[src/common/core_defs.svh]
`ifndef CORE_DEFS_SVH
`define CORE_DEFS_SVH

// data and address width
`define CORE_XLEN 32

// first fetch address
`define CORE_RESET_PC 32'h0000_0000

// addi x0, x0, 0
`define CORE_NOP 32'h0000_0013

// base opcodes of the supported RV32I subset
`define CORE_OP_OP 7'b0110011
`define CORE_OP_OP_IMM 7'b0010011
`define CORE_OP_LUI 7'b0110111
`define CORE_OP_LOAD 7'b0000011
`define CORE_OP_STORE 7'b0100011
`define CORE_OP_BRANCH 7'b1100011
`define CORE_OP_JAL 7'b1101111

`endif

[src/common/core_pkg.sv]
`default_nettype none

`include "core_defs.svh"

package core_pkg;

    typedef logic [`CORE_XLEN-1:0] word_t;
    typedef logic [4:0] reg_idx_t;

    // add is zero so that a cleared payload computes nothing harmful
    typedef enum logic [3:0] {
        ALU_ADD = 4'd0,
        ALU_SUB = 4'd1,
        ALU_AND = 4'd2,
        ALU_OR = 4'd3,
        ALU_XOR = 4'd4,
        ALU_SLT = 4'd5,
        ALU_SLL = 4'd6,
        ALU_SRL = 4'd7,
        ALU_SRA = 4'd8,
        ALU_PASS_B = 4'd9
    } alu_op_e;

    typedef enum logic [1:0] {
        RES_ALU = 2'd0,
        RES_MEM = 2'd1,
        RES_PC4 = 2'd2
    } result_src_e;

    typedef enum logic [1:0] {
        FWD_RF = 2'd0,
        FWD_MEM = 2'd1,
        FWD_WB = 2'd2
    } fwd_sel_e;

    // decode to execute
    typedef struct packed {
        logic reg_write;
        logic mem_read;
        logic mem_write;
        logic branch;
        logic branch_ne;
        logic jump;
        logic alu_src;
        alu_op_e alu_op;
        result_src_e result_src;
        word_t rd1;
        word_t rd2;
        reg_idx_t rs1;
        reg_idx_t rs2;
        reg_idx_t rd;
        word_t imm;
        word_t pc;
        word_t pc_plus4;
    } dec_payload_t;

    // execute to memory
    typedef struct packed {
        logic reg_write;
        logic mem_read;
        logic mem_write;
        result_src_e result_src;
        word_t alu_result;
        word_t write_data;
        reg_idx_t rd;
        word_t pc_plus4;
    } exec_payload_t;

    // memory to writeback
    typedef struct packed {
        logic reg_write;
        result_src_e result_src;
        word_t alu_result;
        word_t read_data;
        reg_idx_t rd;
        word_t pc_plus4;
    } wb_payload_t;

endpackage

`default_nettype wire

[src/core/exec.sv]
`default_nettype none

module exec (
    input wire core_pkg::dec_payload_t payload,
    input wire core_pkg::fwd_sel_e fwd_a,
    input wire core_pkg::fwd_sel_e fwd_b,
    input wire core_pkg::word_t alu_result_m,
    input wire core_pkg::word_t result_w,
    output core_pkg::exec_payload_t payload_out,
    output logic pc_src,
    output core_pkg::word_t pc_target
);

    core_pkg::word_t src_a;
    core_pkg::word_t src_b_reg;
    core_pkg::word_t src_b;
    core_pkg::word_t alu_out;
    logic equal;

    function automatic core_pkg::word_t fwd_mux(
        input core_pkg::fwd_sel_e sel,
        input core_pkg::word_t rf_val,
        input core_pkg::word_t mem_val,
        input core_pkg::word_t wb_val
    );
        core_pkg::word_t val;
        case (sel)
            core_pkg::FWD_MEM: val = mem_val;
            core_pkg::FWD_WB: val = wb_val;
            default: val = rf_val;
        endcase
        return val;
    endfunction

    assign src_a = fwd_mux(fwd_a, payload.rd1, alu_result_m, result_w);
    assign src_b_reg = fwd_mux(fwd_b, payload.rd2, alu_result_m, result_w);
    assign src_b = payload.alu_src ? payload.imm : src_b_reg;

    always_comb begin
        case (payload.alu_op)
            core_pkg::ALU_SUB: alu_out = src_a - src_b;
            core_pkg::ALU_AND: alu_out = src_a & src_b;
            core_pkg::ALU_OR: alu_out = src_a | src_b;
            core_pkg::ALU_XOR: alu_out = src_a ^ src_b;
            core_pkg::ALU_SLT: alu_out = {31'd0, $signed(src_a) < $signed(src_b)};
            core_pkg::ALU_SLL: alu_out = src_a << src_b[4:0];
            core_pkg::ALU_SRL: alu_out = src_a >> src_b[4:0];
            core_pkg::ALU_SRA: alu_out = core_pkg::word_t'($signed(src_a) >>> src_b[4:0]);
            core_pkg::ALU_PASS_B: alu_out = src_b;
            default: alu_out = src_a + src_b;
        endcase
    end

    // branch compare uses the forwarded register operands
    assign equal = (src_a == src_b_reg);
    assign pc_target = payload.pc + payload.imm;
    assign pc_src = payload.jump || (payload.branch && (payload.branch_ne ? !equal : equal));

    assign payload_out.reg_write = payload.reg_write;
    assign payload_out.mem_read = payload.mem_read;
    assign payload_out.mem_write = payload.mem_write;
    assign payload_out.result_src = payload.result_src;
    assign payload_out.alu_result = alu_out;
    assign payload_out.write_data = src_b_reg;
    assign payload_out.rd = payload.rd;
    assign payload_out.pc_plus4 = payload.pc_plus4;

endmodule

`default_nettype wire

[src/core/instr_decode.sv]
`default_nettype none

`include "core_defs.svh"

module instr_decode (
    input wire clk,
    input wire rst,
    input wire core_pkg::word_t instr_d,
    input wire core_pkg::word_t pc_d,
    input wire core_pkg::reg_idx_t rd_w,
    input wire core_pkg::word_t result_w,
    input wire reg_write_w,
    output core_pkg::dec_payload_t payload
);

    // x0 has no storage
    core_pkg::word_t regs [1:31];

    logic [6:0] opcode;
    logic [2:0] funct3;
    core_pkg::reg_idx_t rs1;
    core_pkg::reg_idx_t rs2;
    core_pkg::word_t rd1;
    core_pkg::word_t rd2;
    logic we;
    logic known;
    logic use_rs1;
    logic use_rs2;
    core_pkg::word_t imm_i;
    core_pkg::word_t imm_s;
    core_pkg::word_t imm_b;
    core_pkg::word_t imm_u;
    core_pkg::word_t imm_j;

    assign opcode = instr_d[6:0];
    assign funct3 = instr_d[14:12];
    assign rs1 = instr_d[19:15];
    assign rs2 = instr_d[24:20];

    assign we = reg_write_w && (rd_w != 5'd0) && !rst;

    always_ff @(posedge clk) begin
        if (we) begin
            regs[rd_w] <= result_w;
        end
    end

    // write-first so a same-cycle writeback is seen here
    assign rd1 = (rs1 == 5'd0) ? '0 : (we && rd_w == rs1) ? result_w : regs[rs1];
    assign rd2 = (rs2 == 5'd0) ? '0 : (we && rd_w == rs2) ? result_w : regs[rs2];

    assign imm_i = {{20{instr_d[31]}}, instr_d[31:20]};
    assign imm_s = {{20{instr_d[31]}}, instr_d[31:25], instr_d[11:7]};
    assign imm_b = {{19{instr_d[31]}}, instr_d[31], instr_d[7], instr_d[30:25],
                    instr_d[11:8], 1'b0};
    assign imm_u = {instr_d[31:12], 12'd0};
    assign imm_j = {{11{instr_d[31]}}, instr_d[31], instr_d[19:12], instr_d[20],
                    instr_d[30:21], 1'b0};

    // alt selects sub and sra
    function automatic core_pkg::alu_op_e alu_decode(input logic [2:0] f3, input logic alt);
        core_pkg::alu_op_e op;
        case (f3)
            3'b000: op = alt ? core_pkg::ALU_SUB : core_pkg::ALU_ADD;
            3'b001: op = core_pkg::ALU_SLL;
            3'b010: op = core_pkg::ALU_SLT;
            3'b100: op = core_pkg::ALU_XOR;
            3'b101: op = alt ? core_pkg::ALU_SRA : core_pkg::ALU_SRL;
            3'b110: op = core_pkg::ALU_OR;
            3'b111: op = core_pkg::ALU_AND;
            default: op = core_pkg::ALU_ADD;
        endcase
        return op;
    endfunction

    always_comb begin
        payload = '0;
        known = 1'b1;
        use_rs1 = 1'b1;
        use_rs2 = 1'b0;
        case (opcode)
            `CORE_OP_OP: begin
                payload.reg_write = 1'b1;
                payload.alu_op = alu_decode(funct3, instr_d[30]);
                use_rs2 = 1'b1;
            end
            `CORE_OP_OP_IMM: begin
                payload.reg_write = 1'b1;
                payload.alu_src = 1'b1;
                payload.imm = imm_i;
                // only the shift form carries funct7
                payload.alu_op = alu_decode(funct3, instr_d[30] && funct3 == 3'b101);
            end
            `CORE_OP_LUI: begin
                payload.reg_write = 1'b1;
                payload.alu_src = 1'b1;
                payload.imm = imm_u;
                payload.alu_op = core_pkg::ALU_PASS_B;
                use_rs1 = 1'b0;
            end
            `CORE_OP_LOAD: begin
                payload.reg_write = 1'b1;
                payload.mem_read = 1'b1;
                payload.alu_src = 1'b1;
                payload.imm = imm_i;
                payload.result_src = core_pkg::RES_MEM;
            end
            `CORE_OP_STORE: begin
                payload.mem_write = 1'b1;
                payload.alu_src = 1'b1;
                payload.imm = imm_s;
                use_rs2 = 1'b1;
            end
            `CORE_OP_BRANCH: begin
                payload.branch = 1'b1;
                payload.branch_ne = funct3[0];
                payload.imm = imm_b;
                use_rs2 = 1'b1;
            end
            `CORE_OP_JAL: begin
                payload.reg_write = 1'b1;
                payload.jump = 1'b1;
                payload.imm = imm_j;
                payload.result_src = core_pkg::RES_PC4;
                use_rs1 = 1'b0;
            end
            default: known = 1'b0;
        endcase
        // unused source fields cleared so they raise no false hazards
        if (known) begin
            payload.rs1 = use_rs1 ? rs1 : 5'd0;
            payload.rs2 = use_rs2 ? rs2 : 5'd0;
            payload.rd1 = use_rs1 ? rd1 : '0;
            payload.rd2 = use_rs2 ? rd2 : '0;
            payload.rd = payload.reg_write ? instr_d[11:7] : 5'd0;
            payload.pc = pc_d;
            payload.pc_plus4 = pc_d + 32'd4;
        end
    end

endmodule

`default_nettype wire

[src/core/mem_writeback.sv]
`default_nettype none

module mem_writeback (
    input wire core_pkg::exec_payload_t payload_m,
    input wire core_pkg::wb_payload_t payload_w,
    input wire core_pkg::word_t read_data,
    output logic data_re,
    output logic data_we,
    output core_pkg::word_t data_addr,
    output core_pkg::word_t din,
    output core_pkg::wb_payload_t payload_out,
    output core_pkg::reg_idx_t rd_w,
    output core_pkg::word_t result_w,
    output logic reg_write_w
);

    // request follows m_reg, which holds while the access waits
    assign data_re = payload_m.mem_read;
    assign data_we = payload_m.mem_write;
    assign data_addr = payload_m.alu_result;
    assign din = payload_m.write_data;

    assign payload_out.reg_write = payload_m.reg_write;
    assign payload_out.result_src = payload_m.result_src;
    assign payload_out.alu_result = payload_m.alu_result;
    assign payload_out.read_data = read_data;
    assign payload_out.rd = payload_m.rd;
    assign payload_out.pc_plus4 = payload_m.pc_plus4;

    assign rd_w = payload_w.rd;
    assign reg_write_w = payload_w.reg_write;

    always_comb begin
        case (payload_w.result_src)
            core_pkg::RES_MEM: result_w = payload_w.read_data;
            core_pkg::RES_PC4: result_w = payload_w.pc_plus4;
            default: result_w = payload_w.alu_result;
        endcase
    end

endmodule

`default_nettype wire

[src/core/pipeline_core.sv]
`default_nettype none

`include "core_defs.svh"

module pipeline_core (
    input wire clk,
    input wire rst,
    input wire core_pkg::word_t instr,
    output core_pkg::word_t pc,
    output logic en_instr_mem,
    input wire core_pkg::word_t read_data,
    input wire cache_data_valid,
    output logic data_we,
    output logic data_re,
    output core_pkg::word_t data_addr,
    output core_pkg::word_t din
);

    core_pkg::word_t instr_d;
    core_pkg::word_t pc_d;

    core_pkg::dec_payload_t dec_d;
    core_pkg::dec_payload_t dec_hold;
    core_pkg::dec_payload_t e_in;
    core_pkg::dec_payload_t e_q;
    core_pkg::exec_payload_t exec_e;
    core_pkg::exec_payload_t m_q;
    core_pkg::wb_payload_t mem_m;
    core_pkg::wb_payload_t w_q;

    core_pkg::reg_idx_t rd_w;
    core_pkg::word_t result_w;
    logic reg_write_w;
    core_pkg::word_t fwd_m;
    core_pkg::word_t pc_target;
    logic pc_src;

    logic stall_f;
    logic stall_d;
    logic stall_e;
    logic stall_m;
    logic flush_d;
    logic flush_e;
    logic flush_w;
    core_pkg::fwd_sel_e fwd_a;
    core_pkg::fwd_sel_e fwd_b;

    always_ff @(posedge clk) begin
        if (rst) begin
            pc <= `CORE_RESET_PC;
        end else if (!stall_f) begin
            pc <= pc_src ? pc_target : pc + 32'd4;
        end
    end

    // fetch register
    always_ff @(posedge clk) begin
        if (rst || flush_d) begin
            instr_d <= `CORE_NOP;
            pc_d <= '0;
        end else if (!stall_d) begin
            instr_d <= instr;
            pc_d <= pc;
        end
    end

    assign en_instr_mem = !stall_d;

    instr_decode i_instr_decode (
        .clk(clk),
        .rst(rst),
        .instr_d(instr_d),
        .pc_d(pc_d),
        .rd_w(rd_w),
        .result_w(result_w),
        .reg_write_w(reg_write_w),
        .payload(dec_d)
    );

    // writeback is bubbled during a memory wait, so a held execute
    // instruction keeps the value it was forwarded from there
    always_comb begin
        dec_hold = e_q;
        if (fwd_a == core_pkg::FWD_WB) begin
            dec_hold.rd1 = result_w;
        end
        if (fwd_b == core_pkg::FWD_WB) begin
            dec_hold.rd2 = result_w;
        end
    end

    assign e_in = stall_e ? dec_hold : dec_d;

    stage_reg #(.payload_t(core_pkg::dec_payload_t)) e_reg (
        .clk(clk),
        .rst(rst),
        .stall(1'b0),
        .flush(flush_e),
        .d(e_in),
        .q(e_q)
    );

    // jal in the memory stage forwards its link value
    assign fwd_m = (m_q.result_src == core_pkg::RES_PC4) ? m_q.pc_plus4 : m_q.alu_result;

    exec i_exec (
        .payload(e_q),
        .fwd_a(fwd_a),
        .fwd_b(fwd_b),
        .alu_result_m(fwd_m),
        .result_w(result_w),
        .payload_out(exec_e),
        .pc_src(pc_src),
        .pc_target(pc_target)
    );

    stage_reg #(.payload_t(core_pkg::exec_payload_t)) m_reg (
        .clk(clk),
        .rst(rst),
        .stall(stall_m),
        .flush(1'b0),
        .d(exec_e),
        .q(m_q)
    );

    mem_writeback i_mem_writeback (
        .payload_m(m_q),
        .payload_w(w_q),
        .read_data(read_data),
        .data_re(data_re),
        .data_we(data_we),
        .data_addr(data_addr),
        .din(din),
        .payload_out(mem_m),
        .rd_w(rd_w),
        .result_w(result_w),
        .reg_write_w(reg_write_w)
    );

    stage_reg #(.payload_t(core_pkg::wb_payload_t)) w_reg (
        .clk(clk),
        .rst(rst),
        .stall(1'b0),
        .flush(flush_w),
        .d(mem_m),
        .q(w_q)
    );

    hazard_unit i_hazard_unit (
        .rs1_d(dec_d.rs1),
        .rs2_d(dec_d.rs2),
        .rs1_e(e_q.rs1),
        .rs2_e(e_q.rs2),
        .rd_e(e_q.rd),
        .rd_m(m_q.rd),
        .rd_w(rd_w),
        .mem_read_e(e_q.mem_read),
        .reg_write_m(m_q.reg_write),
        .reg_write_w(reg_write_w),
        .pc_src(pc_src),
        .mem_req_m(m_q.mem_read || m_q.mem_write),
        .cache_data_valid(cache_data_valid),
        .stall_f(stall_f),
        .stall_d(stall_d),
        .stall_e(stall_e),
        .stall_m(stall_m),
        .flush_d(flush_d),
        .flush_e(flush_e),
        .flush_w(flush_w),
        .fwd_a(fwd_a),
        .fwd_b(fwd_b)
    );

endmodule

`default_nettype wire

[src/verilog/hazard_unit.sv]
`default_nettype none

module hazard_unit (
    input wire core_pkg::reg_idx_t rs1_d,
    input wire core_pkg::reg_idx_t rs2_d,
    input wire core_pkg::reg_idx_t rs1_e,
    input wire core_pkg::reg_idx_t rs2_e,
    input wire core_pkg::reg_idx_t rd_e,
    input wire core_pkg::reg_idx_t rd_m,
    input wire core_pkg::reg_idx_t rd_w,
    input wire mem_read_e,
    input wire reg_write_m,
    input wire reg_write_w,
    input wire pc_src,
    input wire mem_req_m,
    input wire cache_data_valid,
    output logic stall_f,
    output logic stall_d,
    output logic stall_e,
    output logic stall_m,
    output logic flush_d,
    output logic flush_e,
    output logic flush_w,
    output core_pkg::fwd_sel_e fwd_a,
    output core_pkg::fwd_sel_e fwd_b
);

    logic mem_wait;
    logic load_use;

    // memory stage wins over writeback, x0 never forwards
    function automatic core_pkg::fwd_sel_e pick_src(
        input core_pkg::reg_idx_t rs,
        input core_pkg::reg_idx_t rd_mem,
        input logic wr_mem,
        input core_pkg::reg_idx_t rd_wb,
        input logic wr_wb
    );
        core_pkg::fwd_sel_e sel;
        sel = core_pkg::FWD_RF;
        if (rs != 5'd0 && wr_mem && rd_mem == rs) begin
            sel = core_pkg::FWD_MEM;
        end else if (rs != 5'd0 && wr_wb && rd_wb == rs) begin
            sel = core_pkg::FWD_WB;
        end
        return sel;
    endfunction

    assign fwd_a = pick_src(rs1_e, rd_m, reg_write_m, rd_w, reg_write_w);
    assign fwd_b = pick_src(rs2_e, rd_m, reg_write_m, rd_w, reg_write_w);

    assign mem_wait = mem_req_m && !cache_data_valid;
    assign load_use = mem_read_e && (rd_e != 5'd0) && (rd_e == rs1_d || rd_e == rs2_d);

    assign stall_f = mem_wait || load_use;
    assign stall_d = mem_wait || load_use;
    assign stall_e = mem_wait;
    assign stall_m = mem_wait;

    // flushes wait until the memory stage lets go
    assign flush_d = pc_src && !mem_wait;
    assign flush_e = (pc_src || load_use) && !mem_wait;
    assign flush_w = mem_wait;

endmodule

`default_nettype wire

[src/verilog/stage_reg.sv]
`default_nettype none

module stage_reg #(
    parameter type payload_t = logic
) (
    input wire clk,
    input wire rst,
    input wire stall,
    input wire flush,
    input wire payload_t d,
    output payload_t q
);

    // a cleared payload is a bubble
    always_ff @(posedge clk) begin
        if (rst || flush) begin
            q <= '0;
        end else if (!stall) begin
            q <= d;
        end
    end

endmodule

`default_nettype wire
[config.mk]
export PLATFORM = sky130hd
export DESIGN_NAME = pipeline_core
export DESIGN_NICKNAME = d
export VERILOG_FILES = /design/src/common/core_pkg.sv /design/src/core/exec.sv /design/src/core/instr_decode.sv /design/src/core/mem_writeback.sv /design/src/core/pipeline_core.sv /design/src/verilog/hazard_unit.sv /design/src/verilog/stage_reg.sv
export VERILOG_INCLUDE_DIRS = /design/src /design/src/common
export SDC_FILE = /design/constraint.sdc
export NUM_CORES = 2
export LEC_CHECK = 0
export BUFFER_PORTS_ARGS = -buffer_cell sky130_fd_sc_hd__clkbuf_2
export CAP_MARGIN = 20
export CORE_UTILIZATION = 30
export DETAILED_ROUTE_END_ITERATION = 8
export PLACE_DENSITY = 0.45
export SYNTH_ARGS = -nofsm -noshare
export SYNTH_HDL_FRONTEND = slang
export SYNTH_SLANG_ARGS = --single-unit
[constraint.sdc]
create_clock -name clk -period 19 [get_ports clk]
set_clock_uncertainty 0.05 [all_clocks]
set_input_delay 0 -clock clk [delete_from_list [all_inputs] [get_ports clk]]
set_output_delay 0 -clock clk [all_outputs]
set_load 0.01 [all_outputs]
### Word-level counts from Yosys, hierarchy flattened

Memories as Yosys holds them, arrays and structs flattened. A register that Yosys moved wholly into a read port is not among the register bits.
Index checks and enable logic that the tools add are counted.

| storage, ports and cells | value |
|---|---|
| RAM bits | 992 |
| output and inout bits | 99 |
| register bits | 494 |
| memories kept | 1 |
| word-level logic and storage cells | 181 |

Memories:

| name | depth | bits a word | read ports | clocked after memory_dff | wr ports | line | source |
|---|---|---|---|---|---|---|---|
| i_instr_decode.regs | 31 | 32 | 2 | 2 | 1 | instr_decode.sv:17 | `core_pkg::word_t regs [1:31];` |

| operators by class | value |
|---|---|
| shift operators | 3 |
| add/sub/neg operators | 5 |
| equal/unequal tests | 40 |
| mux-type cells | 49 |
| $lt $le $gt $ge | 1 |
| reduce and logical (&&, ||, !) cells | 45 |
| bitwise gates (word level) | 3 |

Operators with widths:

| cell | number |
|---|---|
| 32-bit two-way mux | 11 |
| 32-bit one-hot mux with 9 select lines | 1 |
| 32-bit one-hot mux with 2 select lines | 3 |
| 175-bit two-way mux | 1 |
| 32-bit one-hot mux with 5 select lines | 1 |
| 79-bit two-way mux | 1 |
| 32-bit by 3-bit adder with 32-bit output, second input constant | 2 |
| 32-bit adder | 2 |
| 64-bit two-way mux | 1 |
| 4-bit one-hot mux with 7 select lines | 2 |
| 5-bit equality test | 8 |
| 5-bit two-way mux | 7 |
| 32-bit AND | 1 |
| 32-bit equality test | 1 |
| 32-bit less-than comparator | 1 |
| 32-bit bitwise OR | 1 |
| 32-bit by 5-bit left shift with 32-bit output | 1 |
| 32-bit by 5-bit right shift with 32-bit output | 1 |
| 32-bit by 5-bit >>> shifter with 32-bit output | 1 |
| 32-bit subtractor | 1 |
| 32-bit bitwise XOR | 1 |
| 7-bit by 6-bit equality test with 1-bit output, second input constant | 3 |
| 5-bit nonzero test | 4 |
| 1-bit logical AND | 19 |
| other kinds (27) | 71 |

### Logic depth before layout (Yosys ltp)

| logic depth | value |
|---|---|
| depth after elaboration | 15 |
| depth in mapped cells | 30 |
| depth with buffers taken out | 24 |

### By module

A second synthesis with hierarchy kept.

| unflattened totals | value |
|---|---|
| cell total of the unflattened synthesis | 7351 |
| area total of the unflattened synthesis | 85014.0 um2 |

Modules (own cells, without submodules):

| module | instances | seq. area each (um2) | cells an instance | area each (um2) |
|---|---|---|---|---|
| instr_decode | 1 | 29788.6 | 2943 | 48311.3 |
| exec | 1 | 0.0 | 1901 | 12655.9 |
| pipeline_core | 1 | 1921.8 | 871 | 7373.3 |
| stage_reg at e_reg | 1 | 3763.6 | 607 | 6744.0 |
| stage_reg at m_reg | 1 | 2122.0 | 343 | 3768.6 |
| stage_reg at w_reg | 1 | 2082.0 | 337 | 3722.3 |
| mem_writeback | 1 | 0.0 | 289 | 1958.1 |
| hazard_unit | 1 | 0.0 | 60 | 480.5 |

### Worst setup path after synthesis

No wires, ideal clock.

| path | value |
|---|---|
| path type | flip-flop to flip-flop |
| start | register w_reg.q[101] (netlist name) |
| end | register m_reg.q[100] (netlist name) |
| data arrival time | 6.359 ns |
| slack | 12.463 ns |
| cell stages (with the launch flop) | 25 |
| clock period less this slack | 6.537 ns |
| setup time | 0.128 ns |
| buffers on the path | 6 |
| cell sequence | dfxtp_1 inv_1 ha_1 buf_2 buf_1 clkbuf_1 o21ai_0 nand3_1 a311oi_1 a21o_1 buf_4 buf_2 buf_2 ha_1 o21ba_2 o21bai_1 a21oi_1 o21a_1 o211a_1 nor4bb_1 o21ai_0 a31oi_1 nor4_1 o41ai_1 a31oi_1 |

| on the way | value |
|---|---|
| longest elaborated chain between the ends | 6 |
| elaborated cells on any way between the ends | 15 |
| classes of those cells | add/sub (2); eq/ne (2); shift (3); mux (5); bitwise (3) |

Ends and longest elaborated chain:

| item | line | source |
|---|---|---|
| start: declaration | stage_reg.sv:11 | `output payload_t q` |
| start signal: assignment | stage_reg.sv:17 | `q <= '0;` |
| start signal: assignment | stage_reg.sv:19 | `q <= d;` |
| 2-bit equality test / 2-bit by 1-bit equality test with 1-bit output (equally long branches) | mem_writeback.sv:34 | `case (payload_w.result_src)` |
| 32-bit one-hot mux with 2 select lines * | mem_writeback.sv:34 |  |
| 32-bit one-hot mux with 2 select lines | exec.sv:27 | `case (sel)` |
| 32-bit two-way mux | exec.sv:37 | `assign src_b = payload.alu_src ? payload.imm : src_b_reg;` |
| 32-bit adder (tied with other cells) | exec.sv:50 | `default: alu_out = src_a + src_b;` |
| 32-bit one-hot mux with 9 select lines * | exec.sv:40 | `case (payload.alu_op)` |
| end signal: assignment | stage_reg.sv:17 |  |
| end signal: assignment | stage_reg.sv:19 |  |
| end: declaration | stage_reg.sv:11 |  |

Mark *: on every way between the ends. The rest lies on a longest branch, timed or not.
A chain may end at the register's enable or synchronous reset.

### Worst setup path after layout

| path | value |
|---|---|
| start | register w_reg.q[101] (netlist name) |
| end | register e_reg.q[129] (netlist name) |

| on the way | value |
|---|---|
| longest elaborated chain between the ends | 11 |
| elaborated cells on any way between the ends | 19 |
| classes of those cells | eq/ne (3); mux (10); reduce/logical (6) |

Ends and longest elaborated chain:

| item | line | source |
|---|---|---|
| 2-bit equality test / 2-bit by 1-bit equality test with 1-bit output (equally long branches) | mem_writeback.sv:34 |  |
| 32-bit one-hot mux with 2 select lines * | mem_writeback.sv:34 |  |
| 32-bit one-hot mux with 2 select lines | exec.sv:27 |  |
| 32-bit equality test | exec.sv:55 | `assign equal = (src_a == src_b_reg);` |
| 1-bit zero test | exec.sv:57 | `assign pc_src = payload.jump \|\| (payload.branch && (payload.branch_ne ? !equal : equal));` |
| 1-bit two-way mux | exec.sv:57 |  |
| 1-bit logical AND | exec.sv:57 |  |
| 1-bit logical OR | exec.sv:57 |  |
| 1-bit logical OR | hazard_unit.sv:62 | `assign flush_e = (pc_src \|\| load_use) && !mem_wait;` |
| 1-bit logical AND | hazard_unit.sv:62 |  |
| 1-bit logical OR | stage_reg.sv:16 | `if (rst \|\| flush) begin` |
| end signal: assignment | stage_reg.sv:17 |  |
| end signal: assignment | stage_reg.sv:19 |  |
| end: declaration | stage_reg.sv:11 |  |

Mark *: on every way between the ends. The rest lies on a longest branch, timed or not. The select of a mux whose other input is x is not followed.

==> metrics.md <==
| Metric | Value |
|---|---|
| Row cnt | `188` |
| IO Count | `166` |
| Dominant synthesized flop cell | `edfxtp_1` |
| Design area | `90900 um^2` |
| Die width | `516 um` |
| Mapped Cells | `6468` |
| Final core occ | `34.7%` |
| Final Hold Viols | `0` |
| Reg2reg setup slack | `11580 ps` |
| Crit end category | `flop` |
| Synth area leaders | `edfxtp_1 38%, mux4_2 16%, dfxtp_1 13%` |
| Routed wire length | `314000 um` |
| Crit path from | `w_reg.q[101]$_SDFF_PP0_` |
| Vias per std cell | `5.73` |
| TritonCTS Buffers | `172` |
| Critical Path Start Type | `flop` |
| Detailed placement HPWL | `201000 um` |
| Final nets | `6737` |
| Outcome | `finished, final reports clean` |
| Wire per inst | `30.8 um` |
| Post-route non-filler standard cell count | `10200` |
| Clock Path Buffers | `3` |
| CP peak stage delay | `850 ps` |
| CTS Root Cell | `clkbuf_16` |
| Max cap viols | `0` |
| Clock input transition at the sequential cells of the worst setup and hold paths | `60 ps` |
| Net Count, Synth | `6670` |
| Worst Reg-to-Reg Cells | `18` |
| Largest area contributor in the synthesized netlist | `edfxtp_1` |
| Worst flop-to-flop path startpoint | `w_reg.q[101]$_SDFF_PP0_` |
| Post-synth EDFFs | `992` |
| Routing usage on met1 | `31.4%` |
| Critical path's top delay family | `buffers and inverters` |
| Initial antenna violation count | `11` |
| H-tree levels | `4` |
| Worst-path fanout max | `89` |
| GRT overflow | `0` |
| Slew Limit Fails | `0` |
| I/O Buffers | `165` |
| Starting Density | `30.2%` |
| M3 GR Usage | `3.69%` |
| Synth warn | `0` |
| Most frequent cell after synthesis | `edfxtp_1` |
| Largest net degree at the start of global routing | `128` |
| Async set or reset register ratio after synthesis | `0%` |
| Top-area cell type share of the netlist area | `37.6%` |
| GR peak layer | `met2` |
| Minimum clock period | `7420 ps` |
| Buf/Inv on CP | `6` |
| Clk sink count | `1493` |
| Crit path kind | `flop to flop` |
| Initial DRC Count | `6905` |
| Share of cells above drive strength 1 | `20.6%` |
| Worst hold path startpoint | `instr[17]` |
| Worst Tran Pin Value | `1100 ps` |
| ANT nets after route | `0` |
| Vias in the first global route | `56900` |
| Power density cells | `84.5 nW/um^2` |
| Worst hold path type | `input port to flop` |
| Sequential element share of the synthesized area | `50.3%` |
| First-pass GRT wire length | `440000 um` |
| P_leak | `0.0309 uW` |
| Final Wtd Congestion | `0.915` |
| Post-synth top cells | `992 x edfxtp_1, 578 x mux4_2, 506 x nor2_1, 503 x nand2_1, 501 x dfxtp_1` |
| Syn-to-layout area delta | `14.9%` |
| CTS tree | `done` |
| Mean Syn Cell Area | `12.2 um^2` |
| Fmax achieved | `135 MHz` |
| Die area | `266000 um^2` |
| DRC viols | `0` |
| CP Cell Sequence | `inv_1 > ha_2 > buf_4 > nand2_1 > o21a_1 > inv_1 > mux2i_1 > xor2_1 > or4_1 > a211oi_1 > o2111a_1 > and4_1 > nor3_4 > buf_4 > o211ai_1 > buf_4 > buf_4 > nor2_1` |
| GR Util met2 | `36.7%` |
| RSZ-0062 raised after global routing | `no` |
| Total Power | `7680 uW` |
| Core box area | `262000 um^2` |
| Flops & latches, synth | `1493` |
| Placed Area | `83700 um^2` |
| Placed Instances | `9732` |
| Slowest CP cell | `inv_1` |
| Critical path arrival | `8060 ps` |
| Worst path required time | `19640 ps` |
| TritonRoute pass-1 iters | `7` |
| Period Utilization, post-route | `39.0%` |
| GR Util All Layers | `23.2%` |
| Synth unique cells | `97` |
| Worst R2R End | `e_reg.q[129]$_SDFFE_PP0P_` |
| Post-synthesis cell area | `79100 um^2` |
| Chip Height | `516 um` |
| Worst skew pair latency | `850 ps` |
| Setup violations, final | `0` |
| Setup TNS | `0 ps` |
| Vias | `58400` |
| Peak supply drop | `0.100 mV` |
| CP most frequent cell | `buf_4` |
| Relative slew slack | `24.3%` |
| Hold depth | `4` |
[worst max-delay path by stage]
stage / cells past startpoint / end
CTS: 19 / e_reg.q[140]$_SDFFE_PP0P_
floorplan: 24 / m_reg.q[100]$_SDFFE_PP0N_
global placement: 19 / e_reg.q[125]$_SDFFE_PP0P_
detailed placement: 19 / e_reg.q[160]$_SDFFE_PP0P_
global route: 19 / e_reg.q[139]$_SDFFE_PP0P_
finish: 18 / e_reg.q[129]$_SDFFE_PP0P_
[flip-flops by register name, summed over array words and instances (netlist names), named ones only]
register             flops
i_instr_decode.regs    992
e_reg.q                185
m_reg.q                106
w_reg.q                104
instr_d                 32
pc                      32
pc_d                    32
[routing by layer]
layer  vias to the layer above  routed length (um)
li1                      25100                   -
met1                     30400              133000
met4                         6               13900
met2                      2450              145000
met5                         -                  45
met3                       498               21600
[final cells by class]
| class | count | area (um^2) |
|---|---|---|
| clock buffer | 229 | 4620 |
| inverter | 147 | 554 |
| fill | 25700 | 171000 |
| tap | 3515 | 4400 |
| multi-input combinational | 4238 | 36600 |
| clock inverter | 86 | 951 |
| antenna | 2 | 5.00 |
| timing repair buffer | 483 | 3880 |
| sequential | 1493 | 39900 |
[cell families after synthesis]
kind of cell / count (synthesis) / share of synthesized area, %
muxes: 978 / 21.6
and+or+nand+nor: 1593 / 9.14
adders and majority gates: 135 / 2.16
buffers and inverters: 737 / 3.98
AOI/OAI and AO/OA: 1375 / 11.0
xor gates and xnor gates: 157 / 1.74
DFF: 1493 / 50.3
[worst reg2reg max path: stages (launching register included)]
cell	delay, ps
dfxtp_1	340
inv_1	50
ha_2	410
buf_4	540
nand2_1	140
o21a_1	260
inv_1	860
mux2i_1	310
xor2_1	230
or4_1	540
a211oi_1	240
o2111a_1	350
and4_1	350
nor3_4	50
buf_4	300
o211ai_1	320
buf_4	810
buf_4	900
nor2_1	220
[stage by stage]
| stage | hold slack (ps) | worst slack, ps |
|---|---|---|
| 3_5_place_dp | 179 | 11530 |
| 6_report | 31.7 | 11580 |
| 2_1_floorplan | 73.7 | 12460 |
| 5_1_grt | 33.4 | 11130 |
| 4_1_cts | 16.6 | 11500 |
| 3_3_place_gp | 175 | 11730 |
[report_power, final]
part           leakage (uW)  switching, uW  internal [uW]
clock               0.00271           1440           1900
combinational        0.0148            490            315
sequential           0.0134           59.4           3470
total                0.0309           1990           5690
[timing repair]
action | 4_1_cts | 5_1_grt
resized for setup | 0 | 0
hold buffers | 130 | 0
endpoints found under the hold margin | 141 | 0
setup buffers | 0 | 0
[placed cells by master (no fill, tap or decap), types with 20 or more instances in the layout]
cell type and n:
ha_1 131, dlygate4sd3_1 130, xor2_1 49, a221oi_1 24, a21oi_1 497, buf_4 166
xnor2_1 108, mux2i_1 319, mux2_2 75, o211ai_1 27, o22ai_1 25, o21a_1 50
clkbuf_16 173, clkinv_2 29, o221ai_1 87, nand4_1 45, nor3_1 98, dfxtp_1 490
clkbuf_1 47, and3_1 129, nor4_1 32, nand3_1 150, nor2_4 32, inv_1 142
a211oi_1 42, clkbuf_2 164, nand2_1 503, o21ai_0 248, nor2_1 473, edfxtp_1 992
mux4_2 578, a31oi_1 57, a22oi_1 90, a21o_1 29, clkinv_1 20
(Power assumes the default switching activity.)
